<file path="src/logic/dispatch_pkg.sv">
/*
 * dispatch stage definitions
 * buffer index and pc types, instruction classes, functional units and
 * issue slots shared by the buffer, the dispatcher and the unit tracker
 */

package dispatch_pkg;

	// ==============================
	// sizes
	// ==============================

	// default number of reorder buffer entries
	localparam int ROB_ENTRIES = 8;

	// one issue slot per class of functional unit
	localparam int NUM_SLOTS = 4;

	// two ALUs, a shared multiply/divide unit, flow control and memory
	localparam int NUM_UNITS = 5;

	// ==============================
	// scalar types
	// ==============================

	// index into the reorder buffer, wide enough for eight entries
	typedef logic [2:0] rob_ndx_t;

	// program counter carried along for commit and for the units
	typedef logic [15:0] pc_t;

	// ==============================
	// encodings
	// ==============================

	// class of a renamed instruction
	// OC_NOP marks a dispatch that was nullified by stomp or a false predicate
	typedef enum logic [2:0] {
		OC_ALU,
		OC_MUL,
		OC_DIV,
		OC_FC,
		OC_MEM,
		OC_NOP
	} op_class_t;

	// functional units, multiply and divide share one unit
	typedef enum logic [2:0] {
		FU_ALU0,
		FU_ALU1,
		FU_MULDIV,
		FU_FC,
		FU_MEM
	} func_unit_t;

	// issue slots, each one accepts at most one entry per cycle
	typedef enum logic [1:0] {
		SL_ALU,
		SL_MULDIV,
		SL_FC,
		SL_MEM
	} slot_t;

endpackage

</file>
<file path="src/logic/reorder_buffer.sv">
/*
 * reorder buffer
 * circular buffer of in-flight instructions, allocated in program order,
 * marked out and done by the dispatch and completion paths, committed in order
 */

`timescale 1ns/1ps

module reorder_buffer import dispatch_pkg::*; #(
	parameter int DEPTH = ROB_ENTRIES
) (
	input  logic                      clk,
	input  logic                      rst,
	// allocation at the tail
	input  logic                      alloc_v_i,
	input  op_class_t                 alloc_cls_i,
	input  pc_t                       alloc_pc_i,
	input  logic                      alloc_pred_v_i,
	input  logic                      alloc_pred_i,
	// late predicate resolution
	input  logic                      pred_set_v_i,
	input  rob_ndx_t                  pred_set_ndx_i,
	input  logic                      pred_set_val_i,
	// registered slot records coming back from the dispatcher
	input  logic [NUM_SLOTS-1:0]      disp_v_i,
	input  rob_ndx_t [NUM_SLOTS-1:0]  disp_ndx_i,
	// completion returned by the unit tracker
	input  logic                      done_v_i,
	input  rob_ndx_t                  done_ndx_i,
	output logic                      alloc_ready_o,
	output rob_ndx_t                  head_o,
	output logic [DEPTH-1:0]          rob_v_o,
	output op_class_t [DEPTH-1:0]     rob_cls_o,
	output pc_t [DEPTH-1:0]           rob_pc_o,
	output logic [DEPTH-1:0]          rob_pred_v_o,
	output logic [DEPTH-1:0]          rob_pred_o,
	output logic [DEPTH-1:0]          rob_out_o,
	output logic [DEPTH-1:0]          rob_done_o,
	// commit record, one per cycle at most
	output logic                      commit_v_o,
	output rob_ndx_t                  commit_ndx_o,
	output pc_t                       commit_pc_o
);

	// the count needs one more state than the index to tell full from empty
	localparam int CNT_W = $clog2(DEPTH + 1);

	rob_ndx_t         head_q;
	rob_ndx_t         tail_q;
	logic [CNT_W-1:0] count_q;
	logic             alloc_fire;
	logic             commit_fire;

	// pointers wrap at DEPTH, which is a power of two
	function automatic rob_ndx_t ndx_inc(input rob_ndx_t ndx);
		ndx_inc = rob_ndx_t'((int'(ndx) + 1) % DEPTH);
	endfunction

	// an allocation while full is simply dropped
	assign alloc_ready_o = (count_q != CNT_W'(DEPTH));
	assign alloc_fire = alloc_v_i && alloc_ready_o;

	// the oldest entry retires once its unit has reported completion
	assign commit_fire = rob_v_o[head_q] && rob_done_o[head_q];

	assign head_o = head_q;

	// ==============================
	// control state
	// ==============================

	always_ff @(posedge clk) begin
		if (rst) begin
			head_q <= '0;
			tail_q <= '0;
			count_q <= '0;
			rob_v_o <= '0;
			rob_out_o <= '0;
			rob_done_o <= '0;
			commit_v_o <= 1'b0;
		end else begin
			commit_v_o <= commit_fire;
			// an entry seen on a slot record is out from now on
			for (int s = 0; s < NUM_SLOTS; s++) begin
				if (disp_v_i[s])
					rob_out_o[disp_ndx_i[s]] <= 1'b1;
			end
			if (done_v_i)
				rob_done_o[done_ndx_i] <= 1'b1;
			if (commit_fire) begin
				rob_v_o[head_q] <= 1'b0;
				head_q <= ndx_inc(head_q);
			end
			// the tail slot is free here, so its flags start clean
			if (alloc_fire) begin
				rob_v_o[tail_q] <= 1'b1;
				rob_out_o[tail_q] <= 1'b0;
				rob_done_o[tail_q] <= 1'b0;
				tail_q <= ndx_inc(tail_q);
			end
			count_q <= count_q + CNT_W'(alloc_fire) - CNT_W'(commit_fire);
		end
	end

	// ==============================
	// entry payload
	// ==============================

	always_ff @(posedge clk) begin
		if (alloc_fire) begin
			rob_cls_o[tail_q] <= alloc_cls_i;
			rob_pc_o[tail_q] <= alloc_pc_i;
			rob_pred_v_o[tail_q] <= alloc_pred_v_i;
			rob_pred_o[tail_q] <= alloc_pred_i;
		end
		// resolution of a predicate that was unknown at rename
		if (pred_set_v_i) begin
			rob_pred_v_o[pred_set_ndx_i] <= 1'b1;
			rob_pred_o[pred_set_ndx_i] <= pred_set_val_i;
		end
		// commit record follows the head, only qualified by commit_v_o
		commit_ndx_o <= head_q;
		commit_pc_o <= rob_pc_o[head_q];
	end

endmodule

</file>
<file path="src/logic/instruction_dispatcher.sv">
/*
 * instruction dispatcher
 * scans the reorder buffer oldest first and picks at most one eligible entry
 * per issue slot, then registers the slot records toward the units
 */

`timescale 1ns/1ps

module instruction_dispatcher import dispatch_pkg::*; #(
	parameter int DEPTH = ROB_ENTRIES,
	parameter int SERIALIZE = 0
) (
	input  logic                        clk,
	input  logic                        rst,
	input  rob_ndx_t                    head_i,
	// per-entry state of the buffer
	input  logic [DEPTH-1:0]            rob_v_i,
	input  op_class_t [DEPTH-1:0]       rob_cls_i,
	input  pc_t [DEPTH-1:0]             rob_pc_i,
	input  logic [DEPTH-1:0]            rob_pred_v_i,
	input  logic [DEPTH-1:0]            rob_pred_i,
	input  logic [DEPTH-1:0]            rob_out_i,
	input  logic [DEPTH-1:0]            rob_done_i,
	input  logic [DEPTH-1:0]            stomp_i,
	input  logic [NUM_UNITS-1:0]        unit_busy_i,
	// registered slot records
	output logic [NUM_SLOTS-1:0]        disp_v_o,
	output rob_ndx_t [NUM_SLOTS-1:0]    disp_ndx_o,
	output func_unit_t [NUM_SLOTS-1:0]  disp_unit_o,
	output op_class_t [NUM_SLOTS-1:0]   disp_cls_o,
	output pc_t [NUM_SLOTS-1:0]         disp_pc_o
);

	// selection of the current cycle, registered below
	logic [NUM_SLOTS-1:0]       sel_v;
	rob_ndx_t [NUM_SLOTS-1:0]   sel_ndx;
	func_unit_t [NUM_SLOTS-1:0] sel_unit;
	op_class_t [NUM_SLOTS-1:0]  sel_cls;
	pc_t [NUM_SLOTS-1:0]        sel_pc;

	// every class feeds exactly one slot
	// a NOP allocated as such runs through the ALU slot like any simple op
	function automatic slot_t slot_of(input op_class_t cls);
		case (cls)
			OC_MUL, OC_DIV: slot_of = SL_MULDIV;
			OC_FC:          slot_of = SL_FC;
			OC_MEM:         slot_of = SL_MEM;
			default:        slot_of = SL_ALU;
		endcase
	endfunction

	// ==============================
	// oldest-first scan
	// ==============================

	always_comb begin
		rob_ndx_t   idx;
		rob_ndx_t   prev;
		slot_t      sl;
		func_unit_t fu;
		logic       ok;
		logic       free;

		for (int s = 0; s < NUM_SLOTS; s++) begin
			sel_v[s] = 1'b0;
			sel_ndx[s] = '0;
			sel_unit[s] = FU_ALU0;
			sel_cls[s] = OC_NOP;
			sel_pc[s] = '0;
		end

		// k counts age from the head, so an earlier k always wins a slot
		for (int k = 0; k < DEPTH; k++) begin
			idx = rob_ndx_t'((int'(head_i) + k) % DEPTH);
			prev = rob_ndx_t'((int'(idx) + DEPTH - 1) % DEPTH);

			// valid, not finished, not yet sent and predicate known
			ok = rob_v_i[idx] && !rob_done_i[idx] && !rob_out_i[idx] && rob_pred_v_i[idx];

			// in serial mode the older neighbour has to be done or gone
			// the head has no older neighbour in flight
			if (SERIALIZE != 0 && k != 0)
				ok = ok && (rob_done_i[prev] || !rob_v_i[prev]);

			// the buffer sets out one edge after the slot record appears,
			// so entries on the current records are still shown as not out
			for (int s = 0; s < NUM_SLOTS; s++) begin
				if (disp_v_o[s] && disp_ndx_o[s] == idx)
					ok = 1'b0;
			end

			sl = slot_of(rob_cls_i[idx]);

			// find a unit of the class that is not reserved
			case (rob_cls_i[idx])
				OC_MUL, OC_DIV: begin
					fu = FU_MULDIV;
					free = !unit_busy_i[FU_MULDIV];
				end
				OC_FC: begin
					fu = FU_FC;
					free = !unit_busy_i[FU_FC];
				end
				OC_MEM: begin
					fu = FU_MEM;
					free = !unit_busy_i[FU_MEM];
				end
				default: begin
					// ALU0 is preferred, ALU1 takes the overflow
					if (!unit_busy_i[FU_ALU0]) begin
						fu = FU_ALU0;
						free = 1'b1;
					end else begin
						fu = FU_ALU1;
						free = !unit_busy_i[FU_ALU1];
					end
				end
			endcase

			// one entry per slot, and an entry only ever maps to one slot
			if (ok && free && !sel_v[sl]) begin
				sel_v[sl] = 1'b1;
				sel_ndx[sl] = idx;
				sel_unit[sl] = fu;
				sel_pc[sl] = rob_pc_i[idx];
				// stomped or predicated-off work still has to flow through a
				// unit so that its entry completes and commits
				if (stomp_i[idx] || !rob_pred_i[idx])
					sel_cls[sl] = OC_NOP;
				else
					sel_cls[sl] = rob_cls_i[idx];
			end
		end
	end

	// ==============================
	// slot records
	// ==============================

	always_ff @(posedge clk) begin
		if (rst)
			disp_v_o <= '0;
		else
			disp_v_o <= sel_v;
	end

	// record payload is qualified by disp_v_o
	always_ff @(posedge clk) begin
		disp_ndx_o <= sel_ndx;
		disp_unit_o <= sel_unit;
		disp_cls_o <= sel_cls;
		disp_pc_o <= sel_pc;
	end

endmodule

</file>
<file path="src/logic/unit_busy_tracker.sv">
/*
 * functional unit reservation
 * holds each unit busy from dispatch until it reports completion and
 * returns the buffer index the unit was working on
 */

`timescale 1ns/1ps

module unit_busy_tracker import dispatch_pkg::*; (
	input  logic                        clk,
	input  logic                        rst,
	input  logic [NUM_SLOTS-1:0]        disp_v_i,
	input  func_unit_t [NUM_SLOTS-1:0]  disp_unit_i,
	input  rob_ndx_t [NUM_SLOTS-1:0]    disp_ndx_i,
	input  logic                        complete_v_i,
	input  func_unit_t                  complete_unit_i,
	output logic [NUM_UNITS-1:0]        unit_busy_o,
	output logic                        done_v_o,
	output rob_ndx_t                    done_ndx_o
);

	logic [NUM_UNITS-1:0]     busy_q;
	rob_ndx_t [NUM_UNITS-1:0] held_q;
	// units named by the current slot records and the entries they take
	logic [NUM_UNITS-1:0]     claim;
	rob_ndx_t [NUM_UNITS-1:0] claim_ndx;
	logic                     cmp_ok;

	always_comb begin
		claim = '0;
		claim_ndx = held_q;
		for (int s = 0; s < NUM_SLOTS; s++) begin
			if (disp_v_i[s]) begin
				claim[disp_unit_i[s]] = 1'b1;
				claim_ndx[disp_unit_i[s]] = disp_ndx_i[s];
			end
		end
	end

	// a claim counts as busy right away so the next scan skips the unit
	assign unit_busy_o = busy_q | claim;

	// a completion from an unknown or idle unit is not passed on
	assign cmp_ok = (int'(complete_unit_i) < NUM_UNITS);
	assign done_v_o = complete_v_i && cmp_ok && unit_busy_o[complete_unit_i];
	assign done_ndx_o = claim_ndx[complete_unit_i];

	// completion wins over a claim arriving at the same edge
	always_ff @(posedge clk) begin
		if (rst) begin
			busy_q <= '0;
		end else begin
			for (int u = 0; u < NUM_UNITS; u++) begin
				busy_q[u] <= (busy_q[u] | claim[u]) &
					~(complete_v_i && int'(complete_unit_i) == u);
			end
		end
	end

	always_ff @(posedge clk) begin
		held_q <= claim_ndx;
	end

endmodule

</file>
<file path="src/logic/dispatch_top.sv">
/*
 * dispatch stage top
 * reorder buffer, dispatcher and unit tracker joined into one stage
 */

`timescale 1ns/1ps

module dispatch_top import dispatch_pkg::*; #(
	parameter int DEPTH = ROB_ENTRIES,
	parameter int SERIALIZE = 0
) (
	input  logic                        clk,
	input  logic                        rst,
	input  logic                        alloc_v_i,
	input  op_class_t                   alloc_cls_i,
	input  pc_t                         alloc_pc_i,
	input  logic                        alloc_pred_v_i,
	input  logic                        alloc_pred_i,
	output logic                        alloc_ready_o,
	input  logic                        pred_set_v_i,
	input  rob_ndx_t                    pred_set_ndx_i,
	input  logic                        pred_set_val_i,
	input  logic [DEPTH-1:0]            stomp_i,
	input  logic                        complete_v_i,
	input  func_unit_t                  complete_unit_i,
	output logic [NUM_SLOTS-1:0]        disp_v_o,
	output rob_ndx_t [NUM_SLOTS-1:0]    disp_ndx_o,
	output func_unit_t [NUM_SLOTS-1:0]  disp_unit_o,
	output op_class_t [NUM_SLOTS-1:0]   disp_cls_o,
	output pc_t [NUM_SLOTS-1:0]         disp_pc_o,
	output logic                        commit_v_o,
	output rob_ndx_t                    commit_ndx_o,
	output pc_t                         commit_pc_o
);

	// buffer state seen by the dispatcher
	rob_ndx_t              head;
	logic [DEPTH-1:0]      rob_v;
	op_class_t [DEPTH-1:0] rob_cls;
	pc_t [DEPTH-1:0]       rob_pc;
	logic [DEPTH-1:0]      rob_pred_v;
	logic [DEPTH-1:0]      rob_pred;
	logic [DEPTH-1:0]      rob_out;
	logic [DEPTH-1:0]      rob_done;
	// tracker results
	logic [NUM_UNITS-1:0]  unit_busy;
	logic                  done_v;
	rob_ndx_t              done_ndx;

	reorder_buffer #(
		.DEPTH(DEPTH)
	) rob0 (
		.clk(clk),
		.rst(rst),
		.alloc_v_i(alloc_v_i),
		.alloc_cls_i(alloc_cls_i),
		.alloc_pc_i(alloc_pc_i),
		.alloc_pred_v_i(alloc_pred_v_i),
		.alloc_pred_i(alloc_pred_i),
		.pred_set_v_i(pred_set_v_i),
		.pred_set_ndx_i(pred_set_ndx_i),
		.pred_set_val_i(pred_set_val_i),
		.disp_v_i(disp_v_o),
		.disp_ndx_i(disp_ndx_o),
		.done_v_i(done_v),
		.done_ndx_i(done_ndx),
		.alloc_ready_o(alloc_ready_o),
		.head_o(head),
		.rob_v_o(rob_v),
		.rob_cls_o(rob_cls),
		.rob_pc_o(rob_pc),
		.rob_pred_v_o(rob_pred_v),
		.rob_pred_o(rob_pred),
		.rob_out_o(rob_out),
		.rob_done_o(rob_done),
		.commit_v_o(commit_v_o),
		.commit_ndx_o(commit_ndx_o),
		.commit_pc_o(commit_pc_o)
	);

	instruction_dispatcher #(
		.DEPTH(DEPTH),
		.SERIALIZE(SERIALIZE)
	) disp0 (
		.clk(clk),
		.rst(rst),
		.head_i(head),
		.rob_v_i(rob_v),
		.rob_cls_i(rob_cls),
		.rob_pc_i(rob_pc),
		.rob_pred_v_i(rob_pred_v),
		.rob_pred_i(rob_pred),
		.rob_out_i(rob_out),
		.rob_done_i(rob_done),
		.stomp_i(stomp_i),
		.unit_busy_i(unit_busy),
		.disp_v_o(disp_v_o),
		.disp_ndx_o(disp_ndx_o),
		.disp_unit_o(disp_unit_o),
		.disp_cls_o(disp_cls_o),
		.disp_pc_o(disp_pc_o)
	);

	// slot records reserve units here one edge after they appear
	unit_busy_tracker busy0 (
		.clk(clk),
		.rst(rst),
		.disp_v_i(disp_v_o),
		.disp_unit_i(disp_unit_o),
		.disp_ndx_i(disp_ndx_o),
		.complete_v_i(complete_v_i),
		.complete_unit_i(complete_unit_i),
		.unit_busy_o(unit_busy),
		.done_v_o(done_v),
		.done_ndx_o(done_ndx)
	);

endmodule

</file>
<file path="config.mk">
export PLATFORM = sky130hd
export DESIGN_NAME = dispatch_top
export DESIGN_NICKNAME = d
export VERILOG_FILES = /design/src/logic/dispatch_pkg.sv /design/src/logic/reorder_buffer.sv /design/src/logic/instruction_dispatcher.sv /design/src/logic/unit_busy_tracker.sv /design/src/logic/dispatch_top.sv
export SDC_FILE = /design/constraint.sdc
export NUM_CORES = 1
export LEC_CHECK = 0
export ABC_AREA = 1
export BUFFER_PORTS_ARGS = -buffer_cell sky130_fd_sc_hd__buf_4
export CORE_ASPECT_RATIO = 1.5
export CORE_MARGIN = 5
export CORE_UTILIZATION = 40
export CTS_BUF_LIST = sky130_fd_sc_hd__clkbuf_16
export DETAILED_ROUTE_END_ITERATION = 8
export GPL_TIMING_DRIVEN = 0
export PLACE_DENSITY = 0.64
export REMOVE_ABC_BUFFERS = 1
export SYNTH_ARGS = -nofsm -noshare
export SYNTH_HDL_FRONTEND = slang
export SYNTH_SLANG_ARGS = --single-unit
</file>
<file path="constraint.sdc">
create_clock -name clk -period 10.95 [get_ports clk]
set_input_delay 0.5475 -clock clk [delete_from_list [all_inputs] [get_ports clk]]
set_output_delay 0.5475 -clock clk [all_outputs]
set_load 0.05 [all_outputs]
</file>
==> results.json, run 1 <==
{
  "status": "finished clean",
  "seqPwrFrac": 0.392,
  "synth_cells": 3895,
  "area_growth_pct": 13.1,
  "cp_max_fo": 105,
  "finClkSkew_ns": 0.0283,
  "core_area_mm2": 0.0631,
  "drt_iter0_markers": 2504,
  "overflow": 0,
  "yosys-top-cells-area": "edfxtp_1 18%, nand2_1 18%, dfxtp_1 15%, o21ai_0 7.3%, inv_1 7.0%",
  "final_core_util": 0.455,
  "rsz0062_at_grt": "true",
  "switching_power_mw": 1.45,
  "wire_per_inst_um": 21.2,
  "crit_top_cell": "nand2_1",
  "clock_path_buffers": 3,
  "hp-class": "in -> reg",
  "syn_area_mm2": 0.0254,
  "dr.pass1.iters": 7,
  "power_density_mw_per_mm2": 138,
  "max_cap_viol_count": 0,
  "p_int_mw": 2.52,
  "track_usage": 0.278,
  "synth_seq_area_share": 0.333,
  "clock-sinks": 346,
  "instances_no_fill": 4756,
  "io_pins": 166,
  "swShare": 0.365,
  "cts_root_buf": "clkbuf_16",
  "ys_ff_latch": 346,
  "cp.arrival_ns": 11.09,
  "fmax_ghz": 0.0936,
  "final_area_mm2": 0.0287,
  "setup_slack_ns": 0.266,
  "synth_top_area_share": 0.180,
  "drc": 0,
  "min_period_ns": 10.68,
  "grt_max_degree": 106,
  "fp.dieH_um": 318,
  "final_layout_size_suffix_gt1_frac": 0.0881,
  "portBuffers": 165,
  "finalHoldWorstSlack_ns": 0.162,
  "cp-end-kind": "register",
  "multi_input_area_mm2": 0.0144,
  "critPathTopFamily": "simple AND/OR/NAND/NOR gates",
  "fin_tns_setup_ns": 0,
  "htree_levels": 2,
  "cts_buffers": 37,
  "cp.required_ns": 11.36,
  "via_count": 27100,
  "max_stage_delay_ns": 0.60,
  "die_x_um": 216,
  "start_kind": "register",
  "final_common_cell": "nand2_1",
  "placed_cell_area_mm2": 0.0272,
  "clock_latency_ns": 0.59,
  "grt_pass1_vias": 25200,
  "final_max_slew_viol_count": 0,
  "synth_edf_count": 152,
  "cp.buffers_inverters": 8,
  "placedCellCount": 4680,
  "place.gp.congestion": 0.985,
  "syn_area_per_cell_um2": 6.52,
  "die_area_mm2": 0.0687,
  "max_slew_margin": 0.242,
  "final_antenna_net_count": 0,
  "power_frac_comb": 0.289,
  "finalCritPeriodShare": 0.976,
  "synth_top_cell_by_area": "edfxtp_1",
  "ir_worst_vdd_uv": 111,
  "rows": 113,
  "routed_via_density": 5.71,
  "synthFlopType": "dfxtp_1",
  "finalPower_mw": 3.96,
  "dpl_worst_slack_ns": -1.76,
  "yosys_warnings": 0,
  "hpwl_um": 69700,
  "cts_tree": "built",
  "cp_slowest_cell": "dfxtp_4",
  "most-common-layout-cells": "1195 x nand2_1, 472 x inv_1, 370 x o21ai_0",
  "grt_pass1_wl_um": 148000,
  "async_reset_ff_frac": 0,
  "drt_wl_total_um": 101000,
  "antenna_found_initial": 1,
  "layout.nets": 3976,
  "antennaDiodeCount": 0,
  "hold_viol": 0,
  "seq_area_mm2": 0.00846,
  "cts.reportedPaths.clkPinSlew_ns": 0.07,
  "start_util": 0.402,
  "crit_type": "reg -> reg",
  "setup_viol": 0,
  "tightest_slew_ns": 1.13,
  "synth_cell_types": 74,
  "power.clock.fraction": 0.319,
  "fillers": 6464,
  "p_leak_nw": 12.9
}
## worst paths after layout
path,slack (ns),depth (start not counted),from,end
setup / recovery,0.27,40,rob0.head_o[0]$_SDFFE_PP0P_,disp0.disp_pc_o[52]$_DFF_P_
hold / removal,0.16,2,complete_v_i,busy0.busy_q[4]$_SDFF_PP0_
setup reg to reg,0.27,40,rob0.head_o[0]$_SDFFE_PP0P_,disp0.disp_pc_o[52]$_DFF_P_
hold reg to reg,0.47,2,rob0.rob_pred_v_o[7]$_DFF_P_,rob0.rob_pred_v_o[7]$_DFF_P_
## per-layer routing
layer / share of wire / up-vias / track usage
met5: 0 / - / 0
met4: 0.077 / 0 / 0.182
met3: 0.072 / 392 / 0.0359
met2: 0.49 / 1267 / 0.494
met1: 0.36 / 12500 / 0.309
li1: - / 13000 / -
## logic make-up after synthesis
kind of cell    count (synthesis)  synth area share
compound gates                897             0.220
xor+xnor                       26           0.00957
fa+ha+maj                      13           0.00671
buf+inv                       709             0.110
flops                         346             0.333
mux                            29            0.0117
other cells                     2          0.000296
simple gates                 1873             0.309
## layout make-up
cell class              count  share of cell area
repair buffers            188              0.0615
clock buffers              39              0.0340
multi-input cells        2851               0.501
flip-flops and latches    346               0.295
well taps                 805              0.0351
inverters                 498              0.0657
clock inverters            29             0.00794
## Yosys cell counts (11+ instances only)
cell type  number
a221oi_1       15
xor2_1         16
buf_4          11
mux2i_1        24
edfxtp_1      152
o22ai_1        42
nor3_1         35
o221ai_1       27
nand3_1       259
a21oi_1        85
nand4_1        21
o31a_1         16
inv_2          15
buf_1          39
nor2_1        284
nand2_1      1196
clkbuf_1      123
a31oi_1        98
o21ai_0       370
inv_1         476
o21a_1         31
buf_2          33
nand3_2        16
o2bb2ai_1      22
o211ai_1       39
o21bai_1       62
dfxtp_1       194
o21ai_1        24
ha_1           12
## power by group through the flow
stage	Sequential, mW	Combinational [mW]	Clock [mW]
floorplan	1.72	0.607	0
global placement	1.58	1.10	0
detailed placement	1.58	1.12	0
CTS	1.55	1.13	1.29
global route	1.57	1.24	1.34
finish	1.55	1.15	1.27
## flip-flops by register name, indices dropped and copies added (netlist names)
signal	flops
rob0.rob_pred_o	8
disp0.disp_pc_o	64
rob0.commit_ndx_o	3
rob0.rob_pc_o	128
rob0.rob_out_o	8
disp0.disp_unit_o	12
rob0.tail_q	3
disp0.disp_v_o	4
rob0.rob_done_o	8
rob0.commit_v_o	1
rob0.rob_pred_v_o	8
rob0.rob_cls_o	24
busy0.busy_q	5
disp0.disp_ndx_o	12
rob0.commit_pc_o	16
rob0.count_q	4
rob0.rob_v_o	8
busy0.held_q	15
disp0.disp_cls_o	12
rob0.head_o	3
## repair_timing
item / CTS / global route
setup buffers: 2 / 2
hold buffers: 0 / 0
cloned: 1 / 2
resized for setup: 16 / 6
pin swaps: 1 / 2
setup endpoints to repair: 94 / 94
No activity file was read; power rests on OpenSTA's default activity.
==> run 2, diff against run 1 <==
--- a/config.mk
+++ b/config.mk
@@ -13,6 +13,7 @@
 export CTS_BUF_LIST = sky130_fd_sc_hd__clkbuf_16
 export DETAILED_ROUTE_END_ITERATION = 8
 export GPL_TIMING_DRIVEN = 0
+export MAX_ROUTING_LAYER = met4
 export PLACE_DENSITY = 0.64
 export REMOVE_ABC_BUFFERS = 1
 export SYNTH_ARGS = -nofsm -noshare
==> run 2 against run 1 <==
- clock power is 3% higher
- critical path depth down 5
- register-to-register slack worse by 0.06 ns
- sequential power barely moved
- sequential cell count did not move
==> results.json, run 2 (same netlist as run 1, synthesis figures left out) <==
{
  "placedCellCount": 4680,
  "min_period_ns": 10.74,
  "fin_tns_setup_ns": 0,
  "top_regs": "rob0.rob_pc_o (128), disp0.disp_pc_o (64), rob0.rob_cls_o (24)",
  "core_area_mm2": 0.0631,
  "clock_path_buffers": 3,
  "place.gp.congestion": 1.00,
  "clock-sinks": 346,
  "final_common_cell": "nand2_1",
  "start_util": 0.402,
  "fillers": 6545,
  "power_frac_comb": 0.289,
  "status": "finished clean",
  "finalCritPeriodShare": 0.981,
  "placed_cell_area_mm2": 0.0272,
  "htree_levels": 2,
  "area_growth_pct": 13.6,
  "max_stage_delay_ns": 0.81,
  "worstReg2RegStart": "rob0.head_o[0]$_SDFFE_PP0P_",
  "max_slew_margin": 0.136,
  "critPathLaunch": "rob0.head_o[0]$_SDFFE_PP0P_",
  "io_pins": 166,
  "routed_via_density": 5.75,
  "cts_root_buf": "clkbuf_16",
  "setup_viol": 0,
  "worstHoldStart": "complete_v_i",
  "wire_per_inst_um": 22.0,
  "final_layout_size_suffix_gt1_frac": 0.0905,
  "switching_power_mw": 1.43,
  "overflow": 0,
  "drt_wl_total_um": 105000,
  "layout.nets": 3982,
  "start_kind": "register",
  "fmax_ghz": 0.0931,
  "final_antenna_net_count": 0,
  "clock_latency_ns": 0.58,
  "cts_tree": "built",
  "instances_no_fill": 4759,
  "fp.dieH_um": 318,
  "cts_buffers": 36,
  "seqPwrFrac": 0.386,
  "grt_pass1_vias": 25700,
  "cp_slowest_cell": "nor2_2",
  "via_count": 27400,
  "drc": 0,
  "max_cap_viol_count": 0,
  "swShare": 0.356,
  "grt_max_degree": 121,
  "dr.pass1.iters": 9,
  "largest_reg_flops": 128,
  "cts.reportedPaths.clkPinSlew_ns": 0.07,
  "antenna_found_initial": 0,
  "hpwl_um": 71000,
  "cp-end-kind": "register",
  "p_leak_nw": 13.0,
  "rsz0062_at_grt": "false",
  "cts_hold_buf": 0,
  "portBuffers": 165,
  "final_area_mm2": 0.0288,
  "hold_viol": 0,
  "top_register": "rob0.rob_pc_o",
  "crit_type": "reg -> reg",
  "grt_pass1_wl_um": 149000,
  "track_usage": 0.288,
  "power_density_mw_per_mm2": 140,
  "rows": 113,
  "drt_iter0_markers": 2635,
  "crit_top_cell": "nand2_1",
  "ir_worst_vdd_uv": 115,
  "die_x_um": 216,
  "tightest_slew_ns": 1.29,
  "power.clock.fraction": 0.325,
  "hp-class": "in -> reg",
  "final_max_slew_viol_count": 0,
  "most-common-layout-cells": "1195 x nand2_1, 469 x inv_1, 370 x o21ai_0",
  "cp.arrival_ns": 11.18,
  "finalHoldWorstSlack_ns": 0.178,
  "finClkSkew_ns": 0.0211,
  "cp_max_fo": 120,
  "p_int_mw": 2.59,
  "die_area_mm2": 0.0687,
  "antennaDiodeCount": 0,
  "cp.required_ns": 11.39,
  "finalPower_mw": 4.02
}
## run 2: changes by cell type in the layout (fill, tap and decap cells not counted), sizes merged
cell	change
clkinvlp	-1
nand3b	-1
buf	+2
nand3	+5
inv	-7
bufinv	+4
clkbuf	-1
clkinv	+2
## run 2: power groups by stage
stage / clock, mW / combinational [mW] / sequential, mW
2_1_floorplan: 0 / 0.607 / 1.72
3_3_place_gp: 0 / 1.11 / 1.58
3_5_place_dp: 0 / 1.13 / 1.58
4_1_cts: 1.33 / 1.14 / 1.55
5_1_grt: 1.38 / 1.26 / 1.56
6_report: 1.31 / 1.16 / 1.55
## run 2: final timing paths
check / slack (ns) / endpoint / depth (start not counted)
max: 0.21 / disp0.disp_ndx_o[8]$_DFF_P_ / 35
min: 0.18 / busy0.busy_q[4]$_SDFF_PP0_ / 2
max reg2reg: 0.21 / disp0.disp_ndx_o[8]$_DFF_P_ / 35
min reg2reg: 0.48 / rob0.rob_pred_v_o[5]$_DFF_P_ / 2
## run 2: layout make-up
| class | count | area (µm²) | share of cell area |
|---|---|---|---|
| Multi-Input combinational cell | 2855 | 14500 | 0.503 |
| Clock buffer | 38 | 951 | 0.0330 |
| Timing Repair Buffer | 190 | 1740 | 0.0605 |
| Timing Repair inverter | 1 | 7.51 | 0.000260 |
| Tap cell | 805 | 1010 | 0.0349 |
| Inverter | 498 | 1890 | 0.0654 |
| Clock inverter | 26 | 284 | 0.00985 |
| Sequential cell | 346 | 8460 | 0.293 |
## run 2: routing by layer
| metal | track usage | wire [µm] | vias to the layer above |
|---|---|---|---|
| met5 | - | 0 | - |
| met4 | 0.182 | 7940 | 0 |
| met3 | 0.0350 | 8200 | 435 |
| met2 | 0.503 | 51100 | 1295 |
| met1 | 0.309 | 37300 | 12600 |
| li1 | - | - | 13000 |
## run 2: repair_timing
item | 4_1_cts | 5_1_grt
endpoints found under the hold margin | 0 | 0
setup endpoints to repair | 94 | 94
cloned | 0 | 8
gates resized for setup | 18 | 17
setup buffers | 1 | 6
pin swaps | 1 | 8
## run 2: critical path: cells and delay by family, from the launching register on
| kind | cells | cell delay (ns) |
|---|---|---|
| simple gates | 23 | 6.02 |
| compound gates | 5 | 1.67 |
| flops | 1 | 0.59 |
| buf+inv | 6 | 1.68 |
| fa+ha+maj | 1 | 0.33 |
## run 2: per-stage QoR
| step | util | setup slack [ns] |
|---|---|---|
| global placement | 0.424 | -18.47 |
| detailed placement | 0.432 | -1.78 |
| finish | 0.457 | 0.209 |
| CTS | 0.453 | 0.0561 |
| global route | 0.457 | 0.00729 |
| floorplan | - | -5.74 |
